$ cat src/include/chain_settings.svh
/*
 * chain window settings
 * sizes of the instruction window, its entry groups and the execution units
 * that the issue stage feeds
 */

`ifndef CHAIN_SETTINGS_SVH
`define CHAIN_SETTINGS_SVH

// -------------------------------------------------
// window geometry
// -------------------------------------------------
`define CHAIN_GROUP_NUM 2
`define CHAIN_DEPTH     3
`define CHAIN_SLOTS     (`CHAIN_GROUP_NUM * `CHAIN_DEPTH)

// -------------------------------------------------
// execution units
// -------------------------------------------------
`define CHAIN_OP_NUM    2
// alu lanes first, mul/div takes the last index
`define CHAIN_FUNC_NUM  (`CHAIN_OP_NUM + 1)
`define CHAIN_XLEN      32
`define CHAIN_PARA_LEN  8

`endif

$ cat src/logic/chain_pkg.sv
/*
 * chain package
 * shared types of the instruction window manager
 */

`include "chain_settings.svh"

package chain_pkg;

	// -------------------------------------------------
	// vectors over the window
	// -------------------------------------------------

	// bit index equals slot index, slot 0 is the newest
	typedef logic [`CHAIN_SLOTS-1:0] slot_vec_t;

	// one bit per slot of a single group
	typedef logic [`CHAIN_GROUP_NUM-1:0] group_vec_t;

	// row i bit j set means slot i reads the result of slot j
	typedef slot_vec_t [`CHAIN_SLOTS-1:0] dep_map_t;

	// one bit per execution unit
	typedef logic [`CHAIN_FUNC_NUM-1:0] func_vec_t;

	// -------------------------------------------------
	// payload words
	// -------------------------------------------------
	typedef logic [`CHAIN_XLEN-1:0] xlen_t;
	typedef logic [`CHAIN_PARA_LEN-1:0] para_t;

	typedef enum logic {
		unit_alu,
		unit_muldiv
	} unit_kind_e;

	// one decoded instruction entering the window
	// dep vectors already address the window after the shift
	typedef struct packed {
		logic       valid;
		unit_kind_e kind;
		slot_vec_t  rs0_dep;
		slot_vec_t  rs1_dep;
	} slot_in_t;

	// request towards one execution unit
	typedef struct packed {
		logic  valid;
		para_t para;
	} func_req_t;

endpackage

$ cat src/logic/chain_window.sv
/*
 * chain window
 * per-slot state registers and dependency maps, decides when the oldest
 * group may leave and shifts the whole window by one group
 */

`include "chain_settings.svh"

module chain_window (
	input  logic                                       clk,
	input  logic                                       reset,
	input  chain_pkg::slot_in_t [`CHAIN_GROUP_NUM-1:0] in_group,
	input  chain_pkg::slot_vec_t [`CHAIN_FUNC_NUM-1:0] issued,
	input  chain_pkg::slot_vec_t                       rd_set,
	output logic                                       chain_step,
	output chain_pkg::slot_vec_t                       slot_valid,
	output chain_pkg::slot_vec_t                       slot_alu,
	output chain_pkg::slot_vec_t                       slot_muldiv,
	output chain_pkg::slot_vec_t                       pending,
	output chain_pkg::slot_vec_t                       rd_valid,
	output chain_pkg::dep_map_t                        rs0_map,
	output chain_pkg::dep_map_t                        rs1_map
);
	import chain_pkg::*;

	// first slot of the oldest group
	localparam int OLDEST = `CHAIN_SLOTS - `CHAIN_GROUP_NUM;

	slot_vec_t  issued_any;
	slot_vec_t  keep_pending;
	slot_vec_t  keep_rd_valid;
	group_vec_t enter_valid;
	group_vec_t enter_alu;
	group_vec_t enter_muldiv;
	group_vec_t oldest_done;
	dep_map_t   step_rs0_map;
	dep_map_t   step_rs1_map;

	// -------------------------------------------------
	// state kept without a step
	// -------------------------------------------------
	always_comb begin
		issued_any = '0;
		for (int u = 0; u < `CHAIN_FUNC_NUM; u++) begin
			issued_any = issued_any | issued[u];
		end
	end

	assign keep_pending  = pending & ~issued_any;
	assign keep_rd_valid = rd_valid | rd_set;

	// -------------------------------------------------
	// step decision from the oldest group
	// -------------------------------------------------
	always_comb begin
		for (int g = 0; g < `CHAIN_GROUP_NUM; g++) begin
			oldest_done[g] = ~slot_valid[OLDEST+g] |
				(~pending[OLDEST+g] & rd_valid[OLDEST+g]);
		end
	end

	assign chain_step = &oldest_done;

	// -------------------------------------------------
	// entering group and shifted maps
	// -------------------------------------------------
	always_comb begin
		for (int g = 0; g < `CHAIN_GROUP_NUM; g++) begin
			enter_valid[g]  = in_group[g].valid;
			enter_alu[g]    = in_group[g].valid && in_group[g].kind == unit_alu;
			enter_muldiv[g] = in_group[g].valid && in_group[g].kind == unit_muldiv;
		end
	end

	// rows move up one group and so do the columns inside each row
	always_comb begin
		for (int i = 0; i < `CHAIN_GROUP_NUM; i++) begin
			step_rs0_map[i] = in_group[i].valid ? in_group[i].rs0_dep : '0;
			step_rs1_map[i] = in_group[i].valid ? in_group[i].rs1_dep : '0;
		end
		for (int i = `CHAIN_GROUP_NUM; i < `CHAIN_SLOTS; i++) begin
			step_rs0_map[i] = rs0_map[i-`CHAIN_GROUP_NUM] << `CHAIN_GROUP_NUM;
			step_rs1_map[i] = rs1_map[i-`CHAIN_GROUP_NUM] << `CHAIN_GROUP_NUM;
		end
	end

	// -------------------------------------------------
	// slot registers
	// -------------------------------------------------
	always_ff @(posedge clk) begin
		if (reset) begin
			slot_valid  <= '0;
			slot_alu    <= '0;
			slot_muldiv <= '0;
			pending     <= '0;
			rd_valid    <= '0;
			rs0_map     <= '0;
			rs1_map     <= '0;
		end else if (chain_step) begin
			slot_valid  <= (slot_valid << `CHAIN_GROUP_NUM) | slot_vec_t'(enter_valid);
			slot_alu    <= (slot_alu << `CHAIN_GROUP_NUM) | slot_vec_t'(enter_alu);
			slot_muldiv <= (slot_muldiv << `CHAIN_GROUP_NUM) | slot_vec_t'(enter_muldiv);
			pending     <= (keep_pending << `CHAIN_GROUP_NUM) | slot_vec_t'(enter_valid);
			// new entries start without a result
			rd_valid    <= keep_rd_valid << `CHAIN_GROUP_NUM;
			rs0_map     <= step_rs0_map;
			rs1_map     <= step_rs1_map;
		end else begin
			pending  <= keep_pending;
			rd_valid <= keep_rd_valid;
		end
	end

	// -------------------------------------------------
	// checks
	// -------------------------------------------------
	// results routed back by the switches land on live slots only
	a_rd_set_live: assert property (@(posedge clk) disable iff (reset)
		(rd_set & ~slot_valid) == '0);

endmodule

$ cat src/logic/chain_issue.sv
/*
 * chain issue
 * finds ready slots, grants them oldest first to the alu lanes and the
 * mul/div unit, and drives the unit requests from the approved grants
 */

`include "chain_settings.svh"

module chain_issue (
	input  logic                                       clk,
	input  logic                                       reset,
	input  logic                                       chain_step,
	input  chain_pkg::slot_vec_t                       slot_valid,
	input  chain_pkg::slot_vec_t                       slot_alu,
	input  chain_pkg::slot_vec_t                       slot_muldiv,
	input  chain_pkg::slot_vec_t                       pending,
	input  chain_pkg::slot_vec_t                       rd_valid,
	input  chain_pkg::dep_map_t                        rs0_map,
	input  chain_pkg::dep_map_t                        rs1_map,
	input  chain_pkg::para_t    [`CHAIN_SLOTS-1:0]     slot_para,
	input  chain_pkg::func_vec_t                       func_ack_busy,
	output chain_pkg::func_req_t [`CHAIN_FUNC_NUM-1:0] func_req,
	output chain_pkg::slot_vec_t [`CHAIN_FUNC_NUM-1:0] issued
);
	import chain_pkg::*;

	localparam int MULDIV = `CHAIN_FUNC_NUM - 1;

	slot_vec_t                       issued_any;
	slot_vec_t                       rs_ready;
	slot_vec_t                       candidate;
	slot_vec_t                       alu_left;
	slot_vec_t [`CHAIN_FUNC_NUM-1:0] grant;
	slot_vec_t [`CHAIN_FUNC_NUM-1:0] approved;

	// keeps only the highest set bit which is the oldest slot
	function automatic slot_vec_t pick_oldest(input slot_vec_t cand);
		slot_vec_t sel;
		logic      found;
		int        s;
		sel   = '0;
		found = 1'b0;
		for (s = `CHAIN_SLOTS - 1; s >= 0; s--) begin
			if (cand[s] && !found) begin
				sel[s] = 1'b1;
				found  = 1'b1;
			end
		end
		return sel;
	endfunction

	// -------------------------------------------------
	// issue towards the units
	// -------------------------------------------------
	always_comb begin
		issued_any = '0;
		for (int u = 0; u < `CHAIN_FUNC_NUM; u++) begin
			// a busy unit drops the request and the slot stays pending
			issued[u]  = approved[u] & {`CHAIN_SLOTS{~func_ack_busy[u]}};
			issued_any = issued_any | issued[u];
		end
	end

	always_comb begin
		for (int u = 0; u < `CHAIN_FUNC_NUM; u++) begin
			func_req[u].valid = |issued[u];
			func_req[u].para  = '0;
			for (int s = 0; s < `CHAIN_SLOTS; s++) begin
				if (issued[u][s]) begin
					func_req[u].para = func_req[u].para | slot_para[s];
				end
			end
		end
	end

	// -------------------------------------------------
	// readiness and selection
	// -------------------------------------------------
	always_comb begin
		for (int s = 0; s < `CHAIN_SLOTS; s++) begin
			rs_ready[s] = ~|(rs0_map[s] & ~rd_valid) & ~|(rs1_map[s] & ~rd_valid);
		end
	end

	// slots going out this cycle are masked so they are not granted again
	assign candidate = slot_valid & pending & ~issued_any & rs_ready;

	always_comb begin
		alu_left = candidate & slot_alu;
		for (int l = 0; l < `CHAIN_OP_NUM; l++) begin
			grant[l] = pick_oldest(alu_left);
			alu_left = alu_left & ~grant[l];
		end
		grant[MULDIV] = pick_oldest(candidate & slot_muldiv);
	end

	// grants follow the window when it steps
	always_ff @(posedge clk) begin
		if (reset) begin
			approved <= '0;
		end else begin
			for (int u = 0; u < `CHAIN_FUNC_NUM; u++) begin
				approved[u] <= chain_step ? (grant[u] << `CHAIN_GROUP_NUM) : grant[u];
			end
		end
	end

	// -------------------------------------------------
	// checks
	// -------------------------------------------------
	for (genvar u = 0; u < `CHAIN_FUNC_NUM; u++) begin : g_approved_check
		// an approved slot is still live and waiting for issue
		a_approved_pending: assert property (@(posedge clk) disable iff (reset)
			(approved[u] & ~(slot_valid & pending)) == '0);
	end

endmodule

$ cat src/logic/chain_result.sv
/*
 * chain result
 * remembers which slot each unit works for and turns unit acknowledges
 * into per-slot result valid and data
 */

`include "chain_settings.svh"

module chain_result (
	input  logic                                       clk,
	input  logic                                       reset,
	input  logic                                       chain_step,
	input  chain_pkg::slot_vec_t [`CHAIN_FUNC_NUM-1:0] issued,
	input  chain_pkg::func_vec_t                       func_ack_valid,
	input  chain_pkg::func_vec_t                       func_ack_busy,
	input  chain_pkg::xlen_t    [`CHAIN_FUNC_NUM-1:0]  func_ack_data,
	output chain_pkg::slot_vec_t                       rd_set,
	output chain_pkg::slot_vec_t                       chain_rd_feed_valid,
	output chain_pkg::xlen_t    [`CHAIN_SLOTS-1:0]     chain_rd_feed_data
);
	import chain_pkg::*;

	slot_vec_t [`CHAIN_FUNC_NUM-1:0] unit_switch;
	slot_vec_t [`CHAIN_FUNC_NUM-1:0] switch_next;

	// -------------------------------------------------
	// unit to slot switches
	// -------------------------------------------------
	always_comb begin
		for (int u = 0; u < `CHAIN_FUNC_NUM; u++) begin
			// busy holds the slot of the running operation
			switch_next[u] = issued[u] | (func_ack_busy[u] ? unit_switch[u] : '0);
			if (chain_step) begin
				switch_next[u] = switch_next[u] << `CHAIN_GROUP_NUM;
			end
		end
	end

	always_ff @(posedge clk) begin
		if (reset) begin
			unit_switch <= '0;
		end else begin
			unit_switch <= switch_next;
		end
	end

	// -------------------------------------------------
	// acknowledge routing
	// -------------------------------------------------
	always_comb begin
		rd_set = '0;
		for (int s = 0; s < `CHAIN_SLOTS; s++) begin
			chain_rd_feed_data[s] = '0;
		end
		for (int u = 0; u < `CHAIN_FUNC_NUM; u++) begin
			if (func_ack_valid[u]) begin
				rd_set = rd_set | unit_switch[u];
			end
			for (int s = 0; s < `CHAIN_SLOTS; s++) begin
				if (func_ack_valid[u] && unit_switch[u][s]) begin
					chain_rd_feed_data[s] = chain_rd_feed_data[s] | func_ack_data[u];
				end
			end
		end
	end

	assign chain_rd_feed_valid = rd_set;

	// -------------------------------------------------
	// checks
	// -------------------------------------------------
	for (genvar u = 0; u < `CHAIN_FUNC_NUM; u++) begin : g_ack_check
		// an ack always belongs to a request the manager sent earlier
		a_ack_has_slot: assert property (@(posedge clk) disable iff (reset)
			func_ack_valid[u] |-> unit_switch[u] != '0);
	end

endmodule

$ cat src/logic/chain_manager.sv
/*
 * chain manager
 * instruction window of the out-of-order issue stage, tracks slot state,
 * issues ready work to the alu lanes and the mul/div unit, routes results back
 */

`include "chain_settings.svh"

module chain_manager (
	input  logic                                       clk,
	input  logic                                       reset,
	input  chain_pkg::slot_in_t [`CHAIN_GROUP_NUM-1:0] in_group,
	input  chain_pkg::para_t    [`CHAIN_SLOTS-1:0]     slot_para,
	output chain_pkg::func_req_t [`CHAIN_FUNC_NUM-1:0] func_req,
	input  chain_pkg::func_vec_t                       func_ack_valid,
	input  chain_pkg::func_vec_t                       func_ack_busy,
	input  chain_pkg::xlen_t    [`CHAIN_FUNC_NUM-1:0]  func_ack_data,
	output logic                                       chain_step,
	output chain_pkg::slot_vec_t                       chain_rd_feed_valid,
	output chain_pkg::xlen_t    [`CHAIN_SLOTS-1:0]     chain_rd_feed_data
);
	import chain_pkg::*;

	slot_vec_t                        slot_valid;
	slot_vec_t                        slot_alu;
	slot_vec_t                        slot_muldiv;
	slot_vec_t                        pending;
	slot_vec_t                        rd_valid;
	dep_map_t                         rs0_map;
	dep_map_t                         rs1_map;
	slot_vec_t [`CHAIN_FUNC_NUM-1:0]  issued;
	slot_vec_t                        rd_set;

	chain_window chain_window_inst (
		.clk         (clk),
		.reset       (reset),
		.in_group    (in_group),
		.issued      (issued),
		.rd_set      (rd_set),
		.chain_step  (chain_step),
		.slot_valid  (slot_valid),
		.slot_alu    (slot_alu),
		.slot_muldiv (slot_muldiv),
		.pending     (pending),
		.rd_valid    (rd_valid),
		.rs0_map     (rs0_map),
		.rs1_map     (rs1_map)
	);

	chain_issue chain_issue_inst (
		.clk           (clk),
		.reset         (reset),
		.chain_step    (chain_step),
		.slot_valid    (slot_valid),
		.slot_alu      (slot_alu),
		.slot_muldiv   (slot_muldiv),
		.pending       (pending),
		.rd_valid      (rd_valid),
		.rs0_map       (rs0_map),
		.rs1_map       (rs1_map),
		.slot_para     (slot_para),
		.func_ack_busy (func_ack_busy),
		.func_req      (func_req),
		.issued        (issued)
	);

	chain_result chain_result_inst (
		.clk                 (clk),
		.reset               (reset),
		.chain_step          (chain_step),
		.issued              (issued),
		.func_ack_valid      (func_ack_valid),
		.func_ack_busy       (func_ack_busy),
		.func_ack_data       (func_ack_data),
		.rd_set              (rd_set),
		.chain_rd_feed_valid (chain_rd_feed_valid),
		.chain_rd_feed_data  (chain_rd_feed_data)
	);

endmodule

$ cat config.mk
export PLATFORM = sky130hd
export DESIGN_NAME = chain_manager
export DESIGN_NICKNAME = d
export VERILOG_FILES = /design/src/logic/chain_pkg.sv /design/src/logic/chain_window.sv /design/src/logic/chain_issue.sv /design/src/logic/chain_result.sv /design/src/logic/chain_manager.sv
export VERILOG_INCLUDE_DIRS = /design/src /design/src/include
export SDC_FILE = /design/constraint.sdc
export NUM_CORES = 1
export LEC_CHECK = 0
export BUFFER_PORTS_ARGS = -buffer_cell sky130_fd_sc_hd__buf_2
export CAP_MARGIN = 30
export CORE_AREA = 2 2 156 158
export DETAILED_ROUTE_END_ITERATION = 6
export DIE_AREA = 0 0 158 160
export GPL_TIMING_DRIVEN = 0
export PLACE_DENSITY = 0.74
export SLEW_MARGIN = 20
export SYNTH_ARGS = -nofsm -noshare
export SYNTH_HDL_FRONTEND = slang
export SYNTH_SLANG_ARGS = --single-unit
$ cat constraint.sdc
create_clock -name clk -period 1.9 [get_ports clk]
set_input_delay 0.38 -clock clk [delete_from_list [all_inputs] [get_ports clk]]
set_output_delay 0.38 -clock clk [all_outputs]
set_load 0.03 [all_outputs]
==> flow_metrics.env <==
export IMPL_gp_congestion=0.981
export IMPL_slowest_stage="dfxtp_2"
export IMPL_syn_area_per_cell_um2=6.61
export IMPL_synth_top_cells_by_area="dfxtp_1 (26%), a22oi_1 (23%), nand2_1 (21%)"
export IMPL_period_share_pct=107
export IMPL_areaGrowthSynthToFinish_pct=90.9
export IMPL_route_detailed_drc=0
export IMPL_synth_top_family_by_area="compound AO/OA/AOI/OAI gates"
export IMPL_final_cell_mix="nand2_1 (455), buf_6 (223), buf_2 (202), a22oi_2 (193), dfxtp_1 (85)"
export IMPL_ys_types=53
export IMPL_use_met2_pct=60.2
export IMPL_cp_max_fo=9
export IMPL_switching_share_pct=31.7
export IMPL_worstPathArrival_ps=1660
export IMPL_design_portCount=406
export IMPL_netlist_area_um2=8730
export IMPL_critPathLaunchType="flip-flop"
export IMPL_hp_start="in_group[12]"
export IMPL_gr_max_usage_layer="met2"
export IMPL_final_common_cell="nand2_1"
export IMPL_fp_dieArea_um2=25300
export IMPL_crit_buf_inv=6
export IMPL_drt_first_pass_iters=7
export IMPL_synthMuxAreaShare_pct=2.69
export IMPL_setup_viol=168
export IMPL_layout_drive_gt1_share_pct=53.3
export IMPL_avgRoutedWirePerCell_um=25.1
export IMPL_ir_drop_v=0.000670
export IMPL_grt_pass1_wl_um=76900
export IMPL_synth_seq_cells=114
export IMPL_postLayoutCoreUtil_pct=70.0
export IMPL_synth_adder_area_share_pct=0
export IMPL_p_int_mw=4.63
export IMPL_critPathCaptureType="output port"
export IMPL_violations="setup timing"
export IMPL_num_nets_final=2000
export IMPL_drt_initial_drc_count=2320
export IMPL_outcome="complete, but fails checks"
export IMPL_hpwlAfterDp_um=32900
export IMPL_rsz0062_at_grt="yes"
export IMPL_p_leak_nw=7.16
export IMPL_fp_row_count=57
export IMPL_comb_power_share_pct=19.4
export IMPL_cp_cell_sequence="buf_8, inv_1, o21ai_2, nand2_2, inv_4, buf_12, buf_8, buf_6"
export IMPL_die_w_um=158
export IMPL_setup_tns_ps=-8920
export IMPL_synthSimpleGateAreaFrac_pct=30.0
export IMPL_max_freq_ghz=0.490
export IMPL_synth_edff_count=0
export IMPL_grt_pass1_vias=12800
export IMPL_min_period_ps=2040
export IMPL_cts_root_buf="clkbuf_16"
export IMPL_synth_compound_area_share_pct=34.2
export IMPL_tritoncts="done"
export IMPL_syn_nets=1500
export IMPL_clockPowerShare_pct=43.3
export IMPL_vias=13900
export IMPL_fin_ws_ps=-141
export IMPL_clk_insertion_delay_late_ps=430
export IMPL_met1_usage_pct=50.6
export IMPL_core_area_um2=23800
export IMPL_synth_warnings=0
export IMPL_clk_pin_slew_ps=60
export IMPL_cts_htree_levels=4
export IMPL_min_path_type="in -> reg"
export IMPL_portBuffers=404
export IMPL_grt_util_all_layers_pct=39.4
export IMPL_die_y_um=160
export IMPL_max_stage_delay_ps=330
export IMPL_use_met3_pct=11.7
export IMPL_drv_slew=0
export IMPL_required_ps=1520
export IMPL_numCtsBuffers=17
export IMPL_syn_inst=1320
export IMPL_drtAntennaViolNets=0
export IMPL_p_seq_share_pct=37.3
export IMPL_clock_path_buffers=2
export IMPL_p_switching_mw=2.15
export IMPL_fin_skew_ps=9.04
export IMPL_antenna_found_initial=3
export IMPL_cts_sinks=114
export IMPL_synth_flop_cell="dfxtp_1"
export IMPL_grt_overflow=0
export IMPL_initial_core_util_pct=36.7
export IMPL_hold_violations=0
export IMPL_worstMarginPinSlew_ps=699
export IMPL_grt_max_degree=17
export IMPL_routed_wl_um=54200
export IMPL_routed_via_density=6.41
export IMPL_synth_seq_area_share_pct=26.1
export IMPL_crit_top_cell="buf_8"
export IMPL_cap_violations=0
export IMPL_synth_top_area_share_pct=26.1
export IMPL_relSlewSlack_pct=53.4
export IMPL_criticalPathCategory="reg -> out"
export IMPL_worstSetupStartpoint="chain_window_inst.rd_valid[5]"
export IMPL_powerDensity_nw_per_um2=407
export IMPL_timing_rr_start="chain_issue_inst.approved[7]"
export IMPL_cts_hold_buf=0
export IMPL_synthArstFlopShare_pct=0
export IMPL_synthXorXnorAreaFrac_pct=0.401
export IMPL_crit_family="buffers and inverters"
export IMPL_synth_area_leader_cell="dfxtp_1"
[final timing paths]
kind / end / slack, ps / cells after the start
worst min register to register: chain_window_inst.rs0_map[22] / 450 / 2
worst max-delay path: chain_step / -140 / 8
worst min-delay path: chain_window_inst.slot_alu[0] / 160 / 2
worst max register to register: chain_issue_inst.approved[6] / -60 / 9
[logic make-up (layout without fill, tap and decap cells)]
group	after synthesis	after routing
DFF	114	114
other	1	4
muxes	11	11
buffers and inverters	142	649
xor gates and xnor gates	4	4
and+or+nand+nor	629	635
AOI/OAI and AO/OA	419	419
[worst register-to-register path: cells and delay by family, from the launching register on]
| kind | cells | cell delay, ps |
|---|---|---|
| XOR/XNOR | 1 | 50 |
| AO/OA/AOI/OAI | 1 | 220 |
| AND/OR/NAND/NOR | 5 | 1060 |
| flip-flops | 1 | 300 |
| buffers and inverters | 2 | 260 |
[registers in the layout, summed over array words and instances (netlist names), named ones only]
signal / flops
chain_window_inst.rs0_map: 24
chain_window_inst.rs1_map: 24
chain_issue_inst.approved: 18
chain_result_inst.unit_switch: 12
chain_window_inst.pending: 6
chain_window_inst.rd_valid: 6
chain_window_inst.slot_alu: 6
chain_window_inst.slot_muldiv: 6
chain_window_inst.slot_valid: 6
[stage by stage]
step	worst slack [ps]	instance area [µm²]	cells	power (mW)	hold WS, ps
6_report	-141	16700	2160	6.78	159
5_1_grt	-183	16700	2160	6.95	168
4_1_cts	-156	15800	2125	6.57	157
3_5_place_dp	-570	11200	2048	3.52	447
3_3_place_gp	-599	11200	2048	3.51	444
2_1_floorplan	10.2	8730	1320	2.96	432
[power groups by stage]
stage | logic (mW) | clock network (mW) | registers [mW]
6_report | 1.31 | 2.94 | 2.53
5_1_grt | 1.37 | 3.04 | 2.54
4_1_cts | 1.12 | 2.92 | 2.52
3_5_place_dp | 0.946 | 0 | 2.58
3_3_place_gp | 0.931 | 0 | 2.58
2_1_floorplan | 0.401 | 0 | 2.56
[synthesized netlist by cell type, drive strengths merged (3+ instances only)]
cell	count
nand2	481
a22oi	264
dfxtp	114
clkbuf	107
nor2	55
a21oi	54
a22o	26
a31oi	26
and2	21
buf	21
o21ai	16
inv	14
nor3	14
nor2b	13
nor4	11
mux4	10
nand2b	10
a211oi	9
nand3	6
or3	6
o221ai	5
o22ai	5
nand4	3
o21bai	3
or4	3
[per-layer routing]
metal / share of wire (%) / up-vias
met3: 13 / 362
met5: 0 / -
met1: 37 / 6433
met4: 6.4 / 0
met2: 44 / 1306
li1: - / 5752
[repair_timing]
| action | 4_1_cts | 5_1_grt |
|---|---|---|
| pin swaps | 333 | 158 |
| resized for setup | 932 | 216 |
| cloned | 28 | 5 |
| endpoints found under the setup margin | 332 | 258 |
| buffers inserted | 36 | 34 |
[final cells by class]
type                            count  area (µm²)
Clock inverter                     13         106
Sequential cell                   114        2340
Multi-Input combinational cell   1070        7470
Inverter                           14        55.1
Fill cell                        1791        7150
Timing Repair Buffer              495        4290
Clock buffer                       19         443
Tap cell                          324         405
Antenna cell                        3        7.51
Buffer                            108        1550
No activity file was read; power rests on OpenSTA's default activity.
